$ cat config.mk
export PLATFORM = sky130hd
export DESIGN_NAME = processor
export DESIGN_NICKNAME = d
export VERILOG_FILES = /design/src/source/cpu_pkg.sv /design/src/source/alu.sv /design/src/source/register_file.sv /design/src/source/fetch_stage.sv /design/src/source/decode_stage.sv /design/src/source/execute_stage.sv /design/src/source/memory_writeback.sv /design/src/source/processor.sv
export SDC_FILE = /design/constraint.sdc
export NUM_CORES = 2
export LEC_CHECK = 0
export BUFFER_PORTS_ARGS = -buffer_cell sky130_fd_sc_hd__buf_2
export CAP_MARGIN = 40
export CORE_ASPECT_RATIO = 1.25
export CORE_MARGIN = 3
export CORE_UTILIZATION = 54
export CTS_CLUSTER_DIAMETER = 60
export DETAILED_ROUTE_END_ITERATION = 16
export MAX_ROUTING_LAYER = met4
export PLACE_DENSITY = 0.73
export SETUP_SLACK_MARGIN = 0.15
export SYNTH_ARGS = -nofsm -noshare
export SYNTH_HDL_FRONTEND = slang
export SYNTH_SLANG_ARGS = --single-unit
$ cat constraint.sdc
create_clock -name clock -period 7.7 [get_ports clock]
set_input_delay 0.77 -clock clock [delete_from_list [all_inputs] [get_ports clock]]
set_output_delay 0.77 -clock clock [all_outputs]
set_load 0.02 [all_outputs]
$ cat src/source/cpu_pkg.sv
// Shared definitions for the five-stage pipelined processor.
// Holds the word and register types, the opcode and ALU encodings, the
// instruction field positions and small field decoders. Every stage imports
// this package with a wildcard import in its module header.
package cpu_pkg;

    typedef logic [31:0] word_t;
    typedef logic [4:0] reg_addr_t;

    typedef enum logic [4:0] {
        op_alu  = 5'd0,
        op_j    = 5'd1,
        op_bne  = 5'd2,
        op_jal  = 5'd3,
        op_jr   = 5'd4,
        op_addi = 5'd5,
        op_blt  = 5'd6,
        op_sw   = 5'd7,
        op_lw   = 5'd8
    } opcode_t;

    typedef enum logic [4:0] {
        alu_add = 5'd0,
        alu_sub = 5'd1,
        alu_and = 5'd2,
        alu_or  = 5'd3,
        alu_sll = 5'd4,
        alu_sra = 5'd5
    } alu_op_t;

    // jal writes its return address here
    localparam reg_addr_t link_reg = 5'd31;

    // add r0, r0, r0
    localparam word_t nop = '0;

    localparam int opcode_msb = 31;
    localparam int opcode_lsb = 27;
    localparam int rd_msb = 26;
    localparam int rd_lsb = 22;
    localparam int rs_msb = 21;
    localparam int rs_lsb = 17;
    localparam int rt_msb = 16;
    localparam int rt_lsb = 12;
    localparam int shamt_msb = 11;
    localparam int shamt_lsb = 7;
    localparam int alu_op_msb = 6;
    localparam int alu_op_lsb = 2;
    localparam int imm_width = 17;
    localparam int target_width = 27;

    function automatic opcode_t insn_opcode(word_t insn);
        return opcode_t'(insn[opcode_msb:opcode_lsb]);
    endfunction

    function automatic reg_addr_t insn_rd(word_t insn);
        return insn[rd_msb:rd_lsb];
    endfunction

    function automatic reg_addr_t insn_rs(word_t insn);
        return insn[rs_msb:rs_lsb];
    endfunction

    function automatic reg_addr_t insn_rt(word_t insn);
        return insn[rt_msb:rt_lsb];
    endfunction

    function automatic logic [4:0] insn_shamt(word_t insn);
        return insn[shamt_msb:shamt_lsb];
    endfunction

    function automatic alu_op_t insn_alu_op(word_t insn);
        return alu_op_t'(insn[alu_op_msb:alu_op_lsb]);
    endfunction

    function automatic word_t insn_imm(word_t insn);
        return {{(32 - imm_width){insn[imm_width-1]}}, insn[imm_width-1:0]};
    endfunction

    function automatic word_t insn_target(word_t insn);
        return {{(32 - target_width){insn[target_width-1]}}, insn[target_width-1:0]};
    endfunction

    // Stores, compares and jr read rd through register port B
    function automatic reg_addr_t port_b_reg(word_t insn);
        if (insn_opcode(insn) inside {op_sw, op_bne, op_blt, op_jr}) begin
            return insn_rd(insn);
        end
        return insn_rt(insn);
    endfunction

    function automatic logic writes_reg(word_t insn);
        return insn_opcode(insn) inside {op_alu, op_addi, op_lw, op_jal};
    endfunction

    function automatic reg_addr_t dest_reg(word_t insn);
        return (insn_opcode(insn) == op_jal) ? link_reg : insn_rd(insn);
    endfunction

endpackage

$ cat src/source/alu.sv
`timescale 1ns/1ns
// Integer ALU used by the execute stage.
// Computes add, sub, and, or and the two shifts by shamt. The flags compare
// the raw operands and drive branch resolution.
module alu
    import cpu_pkg::*;
(
    input  word_t      a,
    input  word_t      b,
    input  alu_op_t    op,
    input  logic [4:0] shamt,
    output word_t      result,
    output logic       not_equal,
    output logic       less_than
);

    always_comb begin
        case (op)
            alu_add: result = a + b;
            alu_sub: result = a - b;
            alu_and: result = a & b;
            alu_or:  result = a | b;
            alu_sll: result = a << shamt;
            alu_sra: result = word_t'($signed(a) >>> shamt);
            // Unused encodings give zero
            default: result = '0;
        endcase
    end

    assign not_equal = (a != b);
    assign less_than = ($signed(a) < $signed(b));

endmodule

$ cat src/source/register_file.sv
`timescale 1ns/1ns
// General purpose register file with two read ports and one write port.
// Register 0 always reads as zero. A write in the same cycle as a read of
// the same register is passed straight through to the read port.
module register_file
    import cpu_pkg::*;
(
    input  logic      clock,
    input  logic      reset,
    input  reg_addr_t rs_addr,
    input  reg_addr_t rt_addr,
    input  reg_addr_t wb_addr,
    input  logic      wb_en,
    input  word_t     wb_data,
    output word_t     rs_data,
    output word_t     rt_data
);

    word_t regs [32];

    always_ff @(posedge clock) begin
        if (reset) begin
            for (int i = 0; i < 32; i++) begin
                regs[i] <= '0;
            end
        end else if (wb_en && wb_addr != '0) begin
            regs[wb_addr] <= wb_data;
        end
    end

    assign rs_data = (rs_addr == '0)                 ? '0 :
                     (wb_en && wb_addr == rs_addr)   ? wb_data : regs[rs_addr];
    assign rt_data = (rt_addr == '0)                 ? '0 :
                     (wb_en && wb_addr == rt_addr)   ? wb_data : regs[rt_addr];

endmodule

$ cat src/source/fetch_stage.sv
`timescale 1ns/1ns
// Fetch stage of the pipeline.
// Keeps the program counter, which addresses the instruction memory directly,
// and the fetch/decode register. A redirect from execute loads the target and
// squashes the word being fetched; a load-use stall freezes both registers.
module fetch_stage
    import cpu_pkg::*;
#(
    parameter word_t reset_pc = '0
) (
    input  logic  clock,
    input  logic  reset,
    input  logic  stall,
    input  logic  redirect,
    input  word_t redirect_pc,
    input  word_t q_imem,
    output word_t pc,
    output word_t fd_insn,
    output word_t fd_pc_next
);

    word_t pc_plus_one;

    assign pc_plus_one = pc + 32'd1;

    always_ff @(posedge clock) begin
        if (reset) begin
            pc <= reset_pc;
        end else if (redirect) begin
            pc <= redirect_pc;
        end else if (!stall) begin
            pc <= pc_plus_one;
        end
    end

    // Redirect wins over stall, the fetched word is on the wrong path
    always_ff @(posedge clock) begin
        if (reset) begin
            fd_insn <= nop;
        end else if (redirect) begin
            fd_insn <= nop;
        end else if (!stall) begin
            fd_insn <= q_imem;
        end
    end

    // PC+1 travels along for branch offsets and the jal link value
    always_ff @(posedge clock) begin
        if (!stall) begin
            fd_pc_next <= pc_plus_one;
        end
    end

endmodule

$ cat src/source/decode_stage.sv
`timescale 1ns/1ns
// Decode stage of the pipeline.
// Picks the register file read addresses, detects the load-use hazard against
// the instruction in execute and fills the decode/execute register. A stall
// or a redirect sends a nop bubble down instead of the decoded instruction.
module decode_stage
    import cpu_pkg::*;
(
    input  logic      clock,
    input  logic      reset,
    input  word_t     fd_insn,
    input  word_t     fd_pc_next,
    input  logic      redirect,
    input  word_t     rs_data,
    input  word_t     rt_data,
    output reg_addr_t rs_addr,
    output reg_addr_t rt_addr,
    output logic      stall,
    output word_t     dx_insn,
    output word_t     dx_pc_next,
    output word_t     dx_a,
    output word_t     dx_b
);

    word_t     insn;
    opcode_t   op;
    reg_addr_t load_rd;
    logic      load_in_execute;
    logic      uses_a;
    logic      uses_b;

    // Younger than a taken branch in execute
    assign insn = redirect ? nop : fd_insn;
    assign op = insn_opcode(insn);

    assign rs_addr = insn_rs(insn);
    assign rt_addr = port_b_reg(insn);

    // Sources the instruction really reads. The sw data source is left out
    // because memory_writeback forwards it from the load
    always_comb begin
        uses_a = 1'b0;
        uses_b = 1'b0;
        case (op)
            op_alu: begin
                uses_a = 1'b1;
                uses_b = !(insn_alu_op(insn) inside {alu_sll, alu_sra});
            end
            op_addi, op_lw, op_sw: begin
                uses_a = 1'b1;
            end
            op_bne, op_blt: begin
                uses_a = 1'b1;
                uses_b = 1'b1;
            end
            op_jr: begin
                uses_b = 1'b1;
            end
            default: ;
        endcase
    end

    assign load_rd = insn_rd(dx_insn);
    assign load_in_execute = (insn_opcode(dx_insn) == op_lw) && (load_rd != '0);

    assign stall = load_in_execute &&
                   ((uses_a && rs_addr == load_rd) || (uses_b && rt_addr == load_rd));

    always_ff @(posedge clock) begin
        if (reset) begin
            dx_insn <= nop;
        end else if (stall) begin
            dx_insn <= nop;
        end else begin
            dx_insn <= insn;
        end
    end

    always_ff @(posedge clock) begin
        dx_pc_next <= fd_pc_next;
        dx_a <= rs_data;
        dx_b <= rt_data;
    end

endmodule

$ cat src/source/execute_stage.sv
`timescale 1ns/1ns
// Execute stage of the pipeline.
// Forwards operands from the memory and writeback stages, runs the ALU,
// resolves branches and jumps and fills the execute/memory register.
// A taken branch or jump raises redirect with the target for fetch.
module execute_stage
    import cpu_pkg::*;
(
    input  logic      clock,
    input  logic      reset,
    input  word_t     dx_insn,
    input  word_t     dx_pc_next,
    input  word_t     dx_a,
    input  word_t     dx_b,
    input  logic      wb_en,
    input  reg_addr_t wb_addr,
    input  word_t     wb_data,
    output logic      redirect,
    output word_t     redirect_pc,
    output word_t     xm_insn,
    output word_t     xm_result,
    output word_t     xm_store
);

    opcode_t   op;
    reg_addr_t a_addr;
    reg_addr_t b_addr;
    reg_addr_t xm_dest;
    logic      xm_forwardable;
    logic      uses_imm;
    word_t     fwd_a;
    word_t     fwd_b;
    word_t     imm;
    word_t     alu_b;
    word_t     alu_result;
    alu_op_t   alu_op;
    logic      not_equal;
    logic      less_than;

    // Memory stage first since it holds the younger value
    function automatic word_t bypass(reg_addr_t addr, word_t reg_value);
        word_t value;
        value = reg_value;
        if (addr != '0) begin
            if (xm_forwardable && xm_dest == addr) begin
                value = xm_result;
            end else if (wb_en && wb_addr == addr) begin
                value = wb_data;
            end
        end
        return value;
    endfunction

    assign op = insn_opcode(dx_insn);
    assign a_addr = insn_rs(dx_insn);
    assign b_addr = port_b_reg(dx_insn);

    // A load in memory only holds its address, its data comes from writeback
    assign xm_dest = dest_reg(xm_insn);
    assign xm_forwardable = writes_reg(xm_insn) && (insn_opcode(xm_insn) != op_lw);

    always_comb begin
        fwd_a = bypass(a_addr, dx_a);
        fwd_b = bypass(b_addr, dx_b);
    end

    assign imm = insn_imm(dx_insn);
    assign uses_imm = op inside {op_addi, op_lw, op_sw};
    assign alu_b = uses_imm ? imm : fwd_b;
    assign alu_op = uses_imm ? alu_add : insn_alu_op(dx_insn);

    alu i_alu (
        .a         (fwd_a),
        .b         (alu_b),
        .op        (alu_op),
        .shamt     (insn_shamt(dx_insn)),
        .result    (alu_result),
        .not_equal (not_equal),
        .less_than (less_than)
    );

    // Port A holds rs and port B holds rd, so blt takes rd < rs
    always_comb begin
        redirect = 1'b0;
        redirect_pc = dx_pc_next + imm;
        case (op)
            op_bne: begin
                redirect = not_equal;
            end
            op_blt: begin
                redirect = not_equal && !less_than;
            end
            op_j, op_jal: begin
                redirect = 1'b1;
                redirect_pc = insn_target(dx_insn);
            end
            op_jr: begin
                redirect = 1'b1;
                redirect_pc = fwd_b;
            end
            default: ;
        endcase
    end

    always_ff @(posedge clock) begin
        if (reset) begin
            xm_insn <= nop;
        end else begin
            xm_insn <= dx_insn;
        end
    end

    // jal carries its return address as the result
    always_ff @(posedge clock) begin
        xm_result <= (op == op_jal) ? dx_pc_next : alu_result;
        xm_store <= fwd_b;
    end

endmodule

$ cat src/source/memory_writeback.sv
`timescale 1ns/1ns
// Memory and writeback stages of the pipeline.
// Drives the data memory from the execute/memory register, forwarding the
// writeback value into store data, then registers the result and load data
// and selects the register file write.
module memory_writeback
    import cpu_pkg::*;
(
    input  logic      clock,
    input  logic      reset,
    input  word_t     xm_insn,
    input  word_t     xm_result,
    input  word_t     xm_store,
    input  word_t     q_dmem,
    output word_t     address_dmem,
    output word_t     data,
    output logic      wren,
    output logic      wb_en,
    output reg_addr_t wb_addr,
    output word_t     wb_data,
    output word_t     mw_insn
);

    opcode_t   mw_op;
    reg_addr_t store_reg;
    word_t     mw_result;
    word_t     mw_load;

    assign address_dmem = xm_result;
    assign wren = (insn_opcode(xm_insn) == op_sw);

    // Covers a load followed directly by a store of the loaded register
    assign store_reg = insn_rd(xm_insn);
    assign data = (wb_en && wb_addr == store_reg) ? wb_data : xm_store;

    always_ff @(posedge clock) begin
        if (reset) begin
            mw_insn <= nop;
        end else begin
            mw_insn <= xm_insn;
        end
    end

    always_ff @(posedge clock) begin
        mw_result <= xm_result;
        mw_load <= q_dmem;
    end

    assign mw_op = insn_opcode(mw_insn);
    assign wb_addr = dest_reg(mw_insn);

    // Writes to r0 never count, so a nop raises no write enable
    assign wb_en = writes_reg(mw_insn) && (wb_addr != '0);
    assign wb_data = (mw_op == op_lw) ? mw_load : mw_result;

endmodule

$ cat src/source/processor.sv
`timescale 1ns/1ns
// Top level of the five-stage pipelined processor.
// Connects fetch, decode, the register file, execute and memory/writeback.
// Only the instruction and data memory ports leave the design; both memories
// answer combinationally in the same cycle. reset_pc sets the first fetch.
module processor
    import cpu_pkg::*;
#(
    parameter word_t reset_pc = '0
) (
    input  logic  clock,
    input  logic  reset,
    output word_t address_imem,
    input  word_t q_imem,
    output word_t address_dmem,
    output word_t data,
    output logic  wren,
    input  word_t q_dmem
);

    // Hazard control
    logic      stall;
    logic      redirect;
    word_t     redirect_pc;

    // Fetch to decode
    word_t     fd_insn;
    word_t     fd_pc_next;

    // Register file ports
    reg_addr_t rs_addr;
    reg_addr_t rt_addr;
    word_t     rs_data;
    word_t     rt_data;

    // Decode to execute
    word_t     dx_insn;
    word_t     dx_pc_next;
    word_t     dx_a;
    word_t     dx_b;

    // Execute to memory
    word_t     xm_insn;
    word_t     xm_result;
    word_t     xm_store;

    // Register write, also the writeback bypass
    logic      wb_en;
    reg_addr_t wb_addr;
    word_t     wb_data;

    fetch_stage #(
        .reset_pc (reset_pc)
    ) i_fetch (
        .clock       (clock),
        .reset       (reset),
        .stall       (stall),
        .redirect    (redirect),
        .redirect_pc (redirect_pc),
        .q_imem      (q_imem),
        .pc          (address_imem),
        .fd_insn     (fd_insn),
        .fd_pc_next  (fd_pc_next)
    );

    decode_stage i_decode (
        .clock      (clock),
        .reset      (reset),
        .fd_insn    (fd_insn),
        .fd_pc_next (fd_pc_next),
        .redirect   (redirect),
        .rs_data    (rs_data),
        .rt_data    (rt_data),
        .rs_addr    (rs_addr),
        .rt_addr    (rt_addr),
        .stall      (stall),
        .dx_insn    (dx_insn),
        .dx_pc_next (dx_pc_next),
        .dx_a       (dx_a),
        .dx_b       (dx_b)
    );

    register_file i_register_file (
        .clock   (clock),
        .reset   (reset),
        .rs_addr (rs_addr),
        .rt_addr (rt_addr),
        .wb_addr (wb_addr),
        .wb_en   (wb_en),
        .wb_data (wb_data),
        .rs_data (rs_data),
        .rt_data (rt_data)
    );

    execute_stage i_execute (
        .clock       (clock),
        .reset       (reset),
        .dx_insn     (dx_insn),
        .dx_pc_next  (dx_pc_next),
        .dx_a        (dx_a),
        .dx_b        (dx_b),
        .wb_en       (wb_en),
        .wb_addr     (wb_addr),
        .wb_data     (wb_data),
        .redirect    (redirect),
        .redirect_pc (redirect_pc),
        .xm_insn     (xm_insn),
        .xm_result   (xm_result),
        .xm_store    (xm_store)
    );

    // The writeback instruction word is not needed outside its own stage
    memory_writeback i_memory_writeback (
        .clock        (clock),
        .reset        (reset),
        .xm_insn      (xm_insn),
        .xm_result    (xm_result),
        .xm_store     (xm_store),
        .q_dmem       (q_dmem),
        .address_dmem (address_dmem),
        .data         (data),
        .wren         (wren),
        .wb_en        (wb_en),
        .wb_addr      (wb_addr),
        .wb_data      (wb_data),
        .mw_insn      ()
    );

endmodule

---- After elaboration in Yosys (flattened, before gate mapping) ----
Memories as Yosys holds them, arrays and structs flattened.
Cells that the tools add are included.
word-level totals
  bits in registers ....................... 416
  latch bits .............................. 0
  memory bits (writable) .................. 1024
  memory bits (read-only) ................. 0
  bits of input ports ..................... 66
  output and inout port bits .............. 97
  word-level logic and storage cells ...... 143
  memories kept ........................... 1
operators by class
  add/subtract/negate cells ............... 4
  multipliers ............................. 0
  divide/modulo/power cells ............... 0
  order comparisons ....................... 1
  equal/unequal tests ..................... 40
  shifts and indexed selects .............. 2
  mux-type cells .......................... 37
  bitwise logic cells ..................... 2
  reductions and logical operators ........ 42
memory list
  memory                depth  width  rd ports  clocked after Yosys merged registers in  write ports  line                 text
  i_register_file.regs  32     32     2         0                                        32           register_file.sv:19  word_t regs [32];
operators by type and width
  kind                   count
  $mux 32                16
  $pmux 32 s6            1
  $eq 5x3->1 const B     15
  $add 32x32->32         2
  $pmux 32 s2            1
  $eq 5x5->1             9
  $mux 5                 8
  $eq 5x2->1 const B     7
  $add 32x1->32 const B  1
  $and 32x32->32         1
  $lt 32x32->1           1
  $ne 32x32->1           1
  $or 32x32->32          1
  $reduce_or 32->1       1
  $shl 32x5->32          1
  $sshr 32x5->32         1
  $sub 32x32->32         1
  $logic_not 5->1        6
  $eq 5x4->1 const B     4
  $reduce_bool 5->1      4
  $reduce_bool 4->1      4
  $logic_and 1x1->1      15
  $eq 5x1->1 const B     2
  $mux 1                 9
  other kinds (11)       16

---- Logic depth before layout (Yosys ltp) ----
  depth after elaboration ................. 25
  gate-level depth with buffers ........... 31
  gate-level depth less buffers ........... 24

---- Cells and area by module ----
From an unflattened synthesis, not the netlist that was laid out.
unflattened totals
  cell total of the unflattened synthesis .. 7008
  area, all modules ....................... 82342.7 um^2
by module, submodules not included
  module            times used  cells an instance  area each (um^2)  seq. area each (um^2)
  register_file     1           3802               55061.6           30749.5
  alu               1           1215               8196.6            0.0
  execute_stage     1           989                7561.0            1921.8
  fetch_stage       1           435                4301.6            2242.2
  decode_stage      1           295                3689.8            2562.5
  memory_writeback  1           272                3532.1            1921.8

---- Least setup slack after synthesis ----
No wires, ideal clock.
  path kind ............................... reg-to-reg
  start point ............................. register i_decode.dx_insn[29]
  end point ............................... register i_fetch.fd_pc_next[0], enable pin
  setup time .............................. 441 ps
  arrival ................................. 7382 ps
  slack ................................... -123 ps
  cell stages (with the launch flop) ...... 26
  period minus slack after synthesis ...... 7823 ps
  path through ............................ dfxtp_1 clkbuf_1 nand2b_1 a21oi_1 o21ai_0 a21oi_1 nor4_1 and4_1 clkbuf_1 a21boi_1 clkbuf_1 a2bb2oi_1 o22a_1 mux2i_1 inv_1 ha_1 clkbuf_1 nand2b_1 a221oi_1 a211oi_1 o311a_1 o41ai_1 buf_2 or3_1 a21boi_1 a31oi_1
between the ends
  word-level cells in the longest chain between the ends .. 23
  elaborated cells on any way between the ends .. 54
  those cells by class .................... order compare: 1; eq/ne: 21; mux: 13; reduce/logical: 19
ends and longest elaborated chain
  item                                      line                               text
  from (decl)                               decode_stage.sv:19                 output word_t dx_insn,
  from (signal assigned)                    decode_stage.sv:71                 dx_insn <= nop;
  from (signal assigned)                    decode_stage.sv:73                 dx_insn <= nop;
  from (signal assigned)                    decode_stage.sv:75                 dx_insn <= insn;
  $eq 5x3->1 or $eq 5x2->1 (tied branches)  cpu_pkg.sv:86                      if (insn_opcode(insn) inside {op_sw, op_bne, op_blt, op_jr}) begin
  $reduce_bool 4->1 (*)                     cpu_pkg.sv:86
  $mux 1 (*)                                cpu_pkg.sv:86
  $mux 5 (*)                                cpu_pkg.sv:89                      return insn_rt(insn);
  $eq 5x5->1                                execute_stage.sv:47                end else if (wb_en && wb_addr == addr) begin
  $logic_and 1x1->1                         execute_stage.sv:47
  $mux 32                                   execute_stage.sv:47
  $mux 32                                   execute_stage.sv:45                if (xm_forwardable && xm_dest == addr) begin
  [1 not listed]                            n/a
  net i_execute.fwd_b[5]                    execute_stage.sv:32                word_t fwd_b;
  [6 not listed]                            n/a
  $eq 5x3->1 or $eq 5x2->1 (tied branches)  cpu_pkg.sv:86, decode_stage.sv:44
  $reduce_bool 4->1                         cpu_pkg.sv:86
  $mux 1                                    cpu_pkg.sv:86
  $mux 5                                    cpu_pkg.sv:89
  $eq 5x5->1                                decode_stage.sv:67                 ((uses_a && rs_addr == load_rd) || (uses_b && rt_addr == load_rd));
  $logic_and 1x1->1                         decode_stage.sv:67
  $logic_or 1x1->1 (*)                      decode_stage.sv:67
  $logic_and 1x1->1 (*)                     decode_stage.sv:66                 assign stall = load_in_execute &&
  to (signal assigned)                      fetch_stage.sv:50                  fd_pc_next <= pc_plus_one;
  to (decl)                                 fetch_stage.sv:19                  output word_t fd_pc_next
The timed path passes the listed nets; every way through them passes the cells marked *. The select of a mux whose other input is x is not followed.
A chain may end at the register's enable or synchronous reset.

---- Final worst setup path ----
  start point ............................. register i_execute.xm_insn[27]
  end point ............................... register i_decode.dx_b[15]
between the ends
  word-level cells in the longest chain between the ends .. 19
  elaborated cells on any way between the ends .. 36
  those cells by class .................... order compare: 1; eq/ne: 12; mux: 12; reduce/logical: 10; memory: 1
ends and longest elaborated chain
  item                                                   line                                      text
  from (decl)                                            execute_stage.sv:20                       output word_t xm_insn,
  from (signal assigned)                                 execute_stage.sv:107                      xm_insn <= nop;
  from (signal assigned)                                 execute_stage.sv:109                      xm_insn <= dx_insn;
  $eq 5x2->1 (tied with other cells)                     cpu_pkg.sv:93, cpu_pkg.sv:97
  $mux 5 or $reduce_bool 4->1 (tied branches)            cpu_pkg.sv:97, cpu_pkg.sv:93
  $eq 5x5->1 or $logic_and 1x1->1 (tied branches)        execute_stage.sv:45, execute_stage.sv:60
  $logic_and 1x1->1                                      execute_stage.sv:45
  $mux 32                                                execute_stage.sv:45
  $mux 32                                                execute_stage.sv:44                       if (addr != '0) begin
  $mux 32                                                execute_stage.sv:69                       assign alu_b = uses_imm ? imm : fwd_b;
  $lt 32x32->1                                           alu.sv:31                                 assign less_than = ($signed(a) < $signed(b));
  $logic_not 1->1                                        execute_stage.sv:91                       redirect = not_equal && !less_than;
  $logic_and 1x1->1                                      execute_stage.sv:91
  $pmux 1 s3 (*)                                         execute_stage.sv:86                       case (op)
  $mux 32 (*)                                            decode_stage.sv:33                        assign insn = redirect ? nop : fd_insn;
  $eq 5x3->1 or $eq 5x2->1 (tied branches)               cpu_pkg.sv:86
  $reduce_bool 4->1                                      cpu_pkg.sv:86
  $mux 1                                                 cpu_pkg.sv:86
  $mux 5 (*)                                             cpu_pkg.sv:89
  branches (longest 3 deep; another with $mem_v2 32x32)  n/a
  to (signal assigned)                                   decode_stage.sv:82                        dx_b <= rt_data;
  to (decl)                                              decode_stage.sv:22                        output word_t dx_b
Mark *: on every way between the ends. The select of a mux whose other input is x is not followed.

==> impl_metrics.xml <==
<?xml version="1.0" encoding="UTF-8"?>
<metrics>
  <group name="logic_synthesis">
    <metric name="synthesized_flop_and_latch_total" unit="">1396</metric>
    <metric name="most_frequent_cell_after_synthesis" unit="">sky130_fd_sc_hd__nand2_1</metric>
    <metric name="yosys-top-cells-area" unit="">sky130_fd_sc_hd__edfxtp_1 40%, sky130_fd_sc_hd__dfxtp_1 8.7%, sky130_fd_sc_hd__nand2_1 7.5%, sky130_fd_sc_hd__nor2_1 6.7%, sky130_fd_sc_hd__nand3_1 3.8%</metric>
    <metric name="postSynth.asyncResetShare" unit="">0</metric>
    <metric name="synth_sequential_area_ratio" unit="">0.491</metric>
    <metric name="synth_top_cells_by_count" unit="">1566 x sky130_fd_sc_hd__nand2_1, 1391 x sky130_fd_sc_hd__nor2_1, 1056 x sky130_fd_sc_hd__edfxtp_1</metric>
    <metric name="yosys.area.top_type" unit="">sky130_fd_sc_hd__edfxtp_1</metric>
    <metric name="synth_edf_count" unit="">1056</metric>
    <metric name="syn_inst" unit="">8601</metric>
    <metric name="netlist_area" unit="um^2">78400</metric>
    <metric name="most_common_flop_cell_mapped_by_yosys" unit="">sky130_fd_sc_hd__edfxtp_1</metric>
    <metric name="yosys.cell_types.count" unit="">100</metric>
    <metric name="netlist.area_leader.share" unit="">0.405</metric>
    <metric name="synth-warning-count" unit="">0</metric>
    <metric name="avgSynthCellArea" unit="um^2">9.11</metric>
  </group>
  <group name="power">
    <metric name="power.switching" unit="mW">12.9</metric>
    <metric name="power_density" unit="nW/um^2">330</metric>
    <metric name="post-layout-total-power" unit="mW">30.0</metric>
    <metric name="max-vdd-ir-drop" unit="mV">0.260</metric>
    <metric name="power_frac_clock" unit="">0.256</metric>
    <metric name="reg_power_frac" unit="">0.328</metric>
    <metric name="leakagePower" unit="nW">34.7</metric>
    <metric name="p_int" unit="mW">17.1</metric>
    <metric name="combinational_share_of_power" unit="">0.416</metric>
    <metric name="power.switching_fraction" unit="">0.431</metric>
  </group>
  <group name="critical_path">
    <metric name="start_kind" unit="">flip-flop</metric>
    <metric name="path_class" unit="">reg2reg</metric>
    <metric name="critPathArrivalTime" unit="ns">8.26</metric>
    <metric name="worst-r2r-cell-count" unit="">24</metric>
    <metric name="worst_reg2reg_path_startpoint" unit="">i_execute.xm_insn[27]</metric>
    <metric name="worst-path-max-fanout" unit="">35</metric>
    <metric name="worstPathRequired" unit="ns">8.47</metric>
    <metric name="cp-end-kind" unit="">flip-flop</metric>
    <metric name="setup.reg_to_reg.worst_slack" unit="ns">0.20</metric>
    <metric name="r2r_end" unit="">i_decode.dx_b[15]</metric>
  </group>
  <group name="route">
    <metric name="post_drt_via_cell_ratio" unit="">7.19</metric>
    <metric name="dr_total_vias" unit="">78100</metric>
    <metric name="avgRoutedWirePerCell" unit="um">36.4</metric>
    <metric name="first_pass_iters" unit="">8</metric>
    <metric name="initialDrtViolationCount" unit="">13900</metric>
    <metric name="postRouteAntennaNets" unit="">0</metric>
    <metric name="route.detailed.drc" unit="">0</metric>
    <metric name="postRouteWirelength" unit="mm">395</metric>
  </group>
  <group name="finish">
    <metric name="post_route_cells_drive_above_1_share" unit="">0.162</metric>
    <metric name="num-fill-cells" unit="">11800</metric>
    <metric name="num-nets-final" unit="">9028</metric>
    <metric name="area_delta_synth_final" unit="%">16.2</metric>
    <metric name="ff_latch_area" unit="um^2">38500</metric>
    <metric name="multi_input_comb_area" unit="um^2">37500</metric>
  </group>
  <group name="timing">
    <metric name="grt_setup_unrepaired" unit="">no</metric>
    <metric name="slew_violations" unit="">0</metric>
    <metric name="timing.final.hold_violations" unit="">0</metric>
    <metric name="clock.fmax" unit="MHz">133</metric>
    <metric name="layout_worst_path_cycle_share" unit="">0.973</metric>
    <metric name="final.min_clock_period" unit="ns">7.50</metric>
    <metric name="fin_hold_ws" unit="ns">0.0311</metric>
    <metric name="tightest_slew" unit="ns">1.20</metric>
    <metric name="setup_viol" unit="">0</metric>
    <metric name="clock_skew" unit="ns">0.0243</metric>
    <metric name="slew_headroom" unit="">0.197</metric>
  </group>
  <group name="min_path">
    <metric name="hold_path.class" unit="">in2reg</metric>
    <metric name="timing.hold.worst_endpoint" unit="">i_memory_writeback.mw_load[30]</metric>
    <metric name="hold_path_depth" unit="">1</metric>
    <metric name="worstHoldStart" unit="">q_dmem[30]</metric>
  </group>
  <group name="cts">
    <metric name="cts_setup_buffers" unit="">0</metric>
    <metric name="clock_tree.buffer_depth" unit="">3</metric>
    <metric name="cts_hold_repair.buffers" unit="">0</metric>
    <metric name="cts_root_buf" unit="">sky130_fd_sc_hd__clkbuf_16</metric>
    <metric name="htree_levels" unit="">4</metric>
    <metric name="clkSinkCount" unit="">1396</metric>
    <metric name="clk_latency" unit="ns">0.84</metric>
    <metric name="tritoncts" unit="">done</metric>
    <metric name="cts_made_buffers" unit="">150</metric>
    <metric name="clk_pin_slew" unit="ns">0.06</metric>
  </group>
  <group name="place">
    <metric name="numPortBuffers" unit="">162</metric>
    <metric name="finalWeightedCongestion" unit="">1.13</metric>
    <metric name="hpwl" unit="mm">263</metric>
  </group>
  <group name="outcome">
    <metric name="run_status" unit="">finished, final reports clean</metric>
  </group>
  <group name="floorplan">
    <metric name="core_area" unit="um^2">144000</metric>
    <metric name="placementRows" unit="">155</metric>
    <metric name="horiz_die_dim" unit="um">347</metric>
    <metric name="floorplan.die_area" unit="um^2">150000</metric>
    <metric name="start_util" unit="">0.546</metric>
    <metric name="die_height" unit="um">432</metric>
    <metric name="ioPinCount" unit="">163</metric>
  </group>
  <group name="global_route">
    <metric name="grt_max_degree" unit="">85</metric>
    <metric name="via_count_of_the_first_global_routing_pass" unit="">74300</metric>
    <metric name="overflow" unit="">0</metric>
    <metric name="number_of_antenna_violations_at_the_first_check_in_global_routing" unit="">30</metric>
    <metric name="grt_use_total" unit="">0.533</metric>
    <metric name="grt_first_pass_wirelength" unit="mm">551</metric>
  </group>
  <group name="flow_run">
    <metric name="max_cap_violations" unit="">0</metric>
  </group>
</metrics>
## registers in the layout, summed over array words and instances, names as in the netlist
| name | count |
|---|---|
| i_decode.dx_a | 32 |
| i_decode.dx_b | 32 |
| i_decode.dx_insn | 32 |
| i_decode.dx_pc_next | 32 |
| i_execute.xm_insn | 10 |
| i_execute.xm_result | 32 |
| i_execute.xm_store | 32 |
| i_fetch.fd_insn | 32 |
| i_fetch.fd_pc_next | 32 |
| i_fetch.pc | 32 |
| i_memory_writeback.mw_insn | 10 |
| i_memory_writeback.mw_load | 32 |
| i_memory_writeback.mw_result | 32 |
| i_register_file.regs | 1024 |
## layout make-up
type	instances	area share
Antenna cell	26	0.000714
Clock buffer	195	0.0459
Clock inverter	82	0.0107
Inverter	151	0.00623
Multi-Input combinational cell	6315	0.411
Sequential cell	1396	0.423
Tap cell	1884	0.0259
Timing Repair Buffer	817	0.0763
## per-stage QoR
step | instance area, um^2 | utilization | TNS, ns | instances | setup WS (ns)
6_report | 91100 | 0.635 | 0 | 10900 | 0.205
5_1_grt | 91100 | 0.635 | 0 | 10900 | 0.151
2_1_floorplan | 78500 | - | 0 | 8632 | 0.544
4_1_cts | 90800 | 0.633 | 0 | 10800 | 0.159
3_3_place_gp | 85400 | 0.595 | -3.73 | 10500 | -0.587
3_5_place_dp | 85600 | 0.597 | -0.224 | 10600 | -0.137
## critical path: stages (launching register included)
cell and delay (ns):
sky130_fd_sc_hd__dfxtp_1 0.51, sky130_fd_sc_hd__and4bb_4 0.36, sky130_fd_sc_hd__and2_1 0.32, sky130_fd_sc_hd__a221oi_2 0.20, sky130_fd_sc_hd__or4_1 0.60, sky130_fd_sc_hd__and3_1 0.25, sky130_fd_sc_hd__nor3_1 0.49, sky130_fd_sc_hd__ha_1 0.27
sky130_fd_sc_hd__inv_1 0.07, sky130_fd_sc_hd__fa_1 0.44, sky130_fd_sc_hd__nor2b_1 0.16, sky130_fd_sc_hd__o311ai_1 0.24, sky130_fd_sc_hd__buf_4 0.19, sky130_fd_sc_hd__a211oi_1 0.10, sky130_fd_sc_hd__o311a_1 0.41, sky130_fd_sc_hd__o41a_2 0.66
sky130_fd_sc_hd__buf_4 0.24, sky130_fd_sc_hd__nor2_4 0.21, sky130_fd_sc_hd__buf_12 0.24, sky130_fd_sc_hd__buf_12 0.24, sky130_fd_sc_hd__nand2_1 0.08, sky130_fd_sc_hd__a31oi_1 0.22, sky130_fd_sc_hd__nand4_1 0.14, sky130_fd_sc_hd__a21oi_1 0.56
sky130_fd_sc_hd__a211o_1 0.18
## layout by cell type, fill, tap and decap left out, types with 133 or more instances in the layout
cell type                   instances
sky130_fd_sc_hd__inv_1            133
sky130_fd_sc_hd__nand3_1          593
sky130_fd_sc_hd__o21ai_0          194
sky130_fd_sc_hd__a21oi_1          364
sky130_fd_sc_hd__buf_4            547
sky130_fd_sc_hd__nor2_1          1382
sky130_fd_sc_hd__clkbuf_16        156
sky130_fd_sc_hd__nand2_1         1522
sky130_fd_sc_hd__edfxtp_1        1056
sky130_fd_sc_hd__dfxtp_1          333
sky130_fd_sc_hd__a31oi_1          187
sky130_fd_sc_hd__buf_2            168
sky130_fd_sc_hd__mux2i_1          152
## power by group through the flow
| stage | sequential (mW) | clock, mW | combinational [mW] |
|---|---|---|---|
| after floorplan | 9.32 | 0 | 6.18 |
| after global placement | 9.87 | 0 | 11.6 |
| after detailed placement | 9.87 | 0 | 11.7 |
| after CTS | 9.72 | 7.64 | 11.7 |
| after global routing | 9.83 | 7.93 | 12.7 |
| final | 9.86 | 7.69 | 12.5 |
## logic make-up (layout without fill, tap and decap cells)
kind of cell             after synthesis  in the layout  synth area share
adder cells (fa/ha/maj)              131            131            0.0212
AND/OR/NAND/NOR                     4021           4021             0.217
XOR/XNOR                              89             89           0.00995
flip-flops                          1396           1396             0.491
multiplexers                         366            366            0.0671
AO/OA/AOI/OAI                       1676           1676             0.148
buffers and inverters                921           1245            0.0451
other                                  1             58         0.0000478
## worst max path at each step
stage,from,end,slack [ns]
4_1_cts,i_decode.dx_insn[29],i_decode.dx_b[29],0.16
2_1_floorplan,i_decode.dx_insn[29],i_fetch.fd_pc_next[0],0.54
5_1_grt,i_decode.dx_insn[27],i_decode.dx_b[29],0.15
3_3_place_gp,i_memory_writeback.mw_insn[29],i_decode.dx_b[29],-0.59
3_5_place_dp,i_memory_writeback.mw_insn[29],i_decode.dx_a[20],-0.14
6_report,i_execute.xm_insn[27],i_decode.dx_b[15],0.20
## layer usage
| layer | vias to the layer above | track usage | wire length (um) |
|---|---|---|---|
| met4 | 0 | 0.537 | 52700 |
| met5 | - | - | 0 |
| met3 | 2540 | 0.171 | 56000 |
| met1 | 36600 | 0.569 | 119000 |
| met2 | 7334 | 0.766 | 167000 |
| li1 | 31600 | - | - |
## repair_timing
item / CTS / global route
hold endpoints to repair: 0 / 0
gates resized for setup: 9 / 35
endpoints found under the setup margin: 55 / 136
cloned: 0 / 0
pin swaps: 0 / 1
Power figures use the tool's default switching activity.
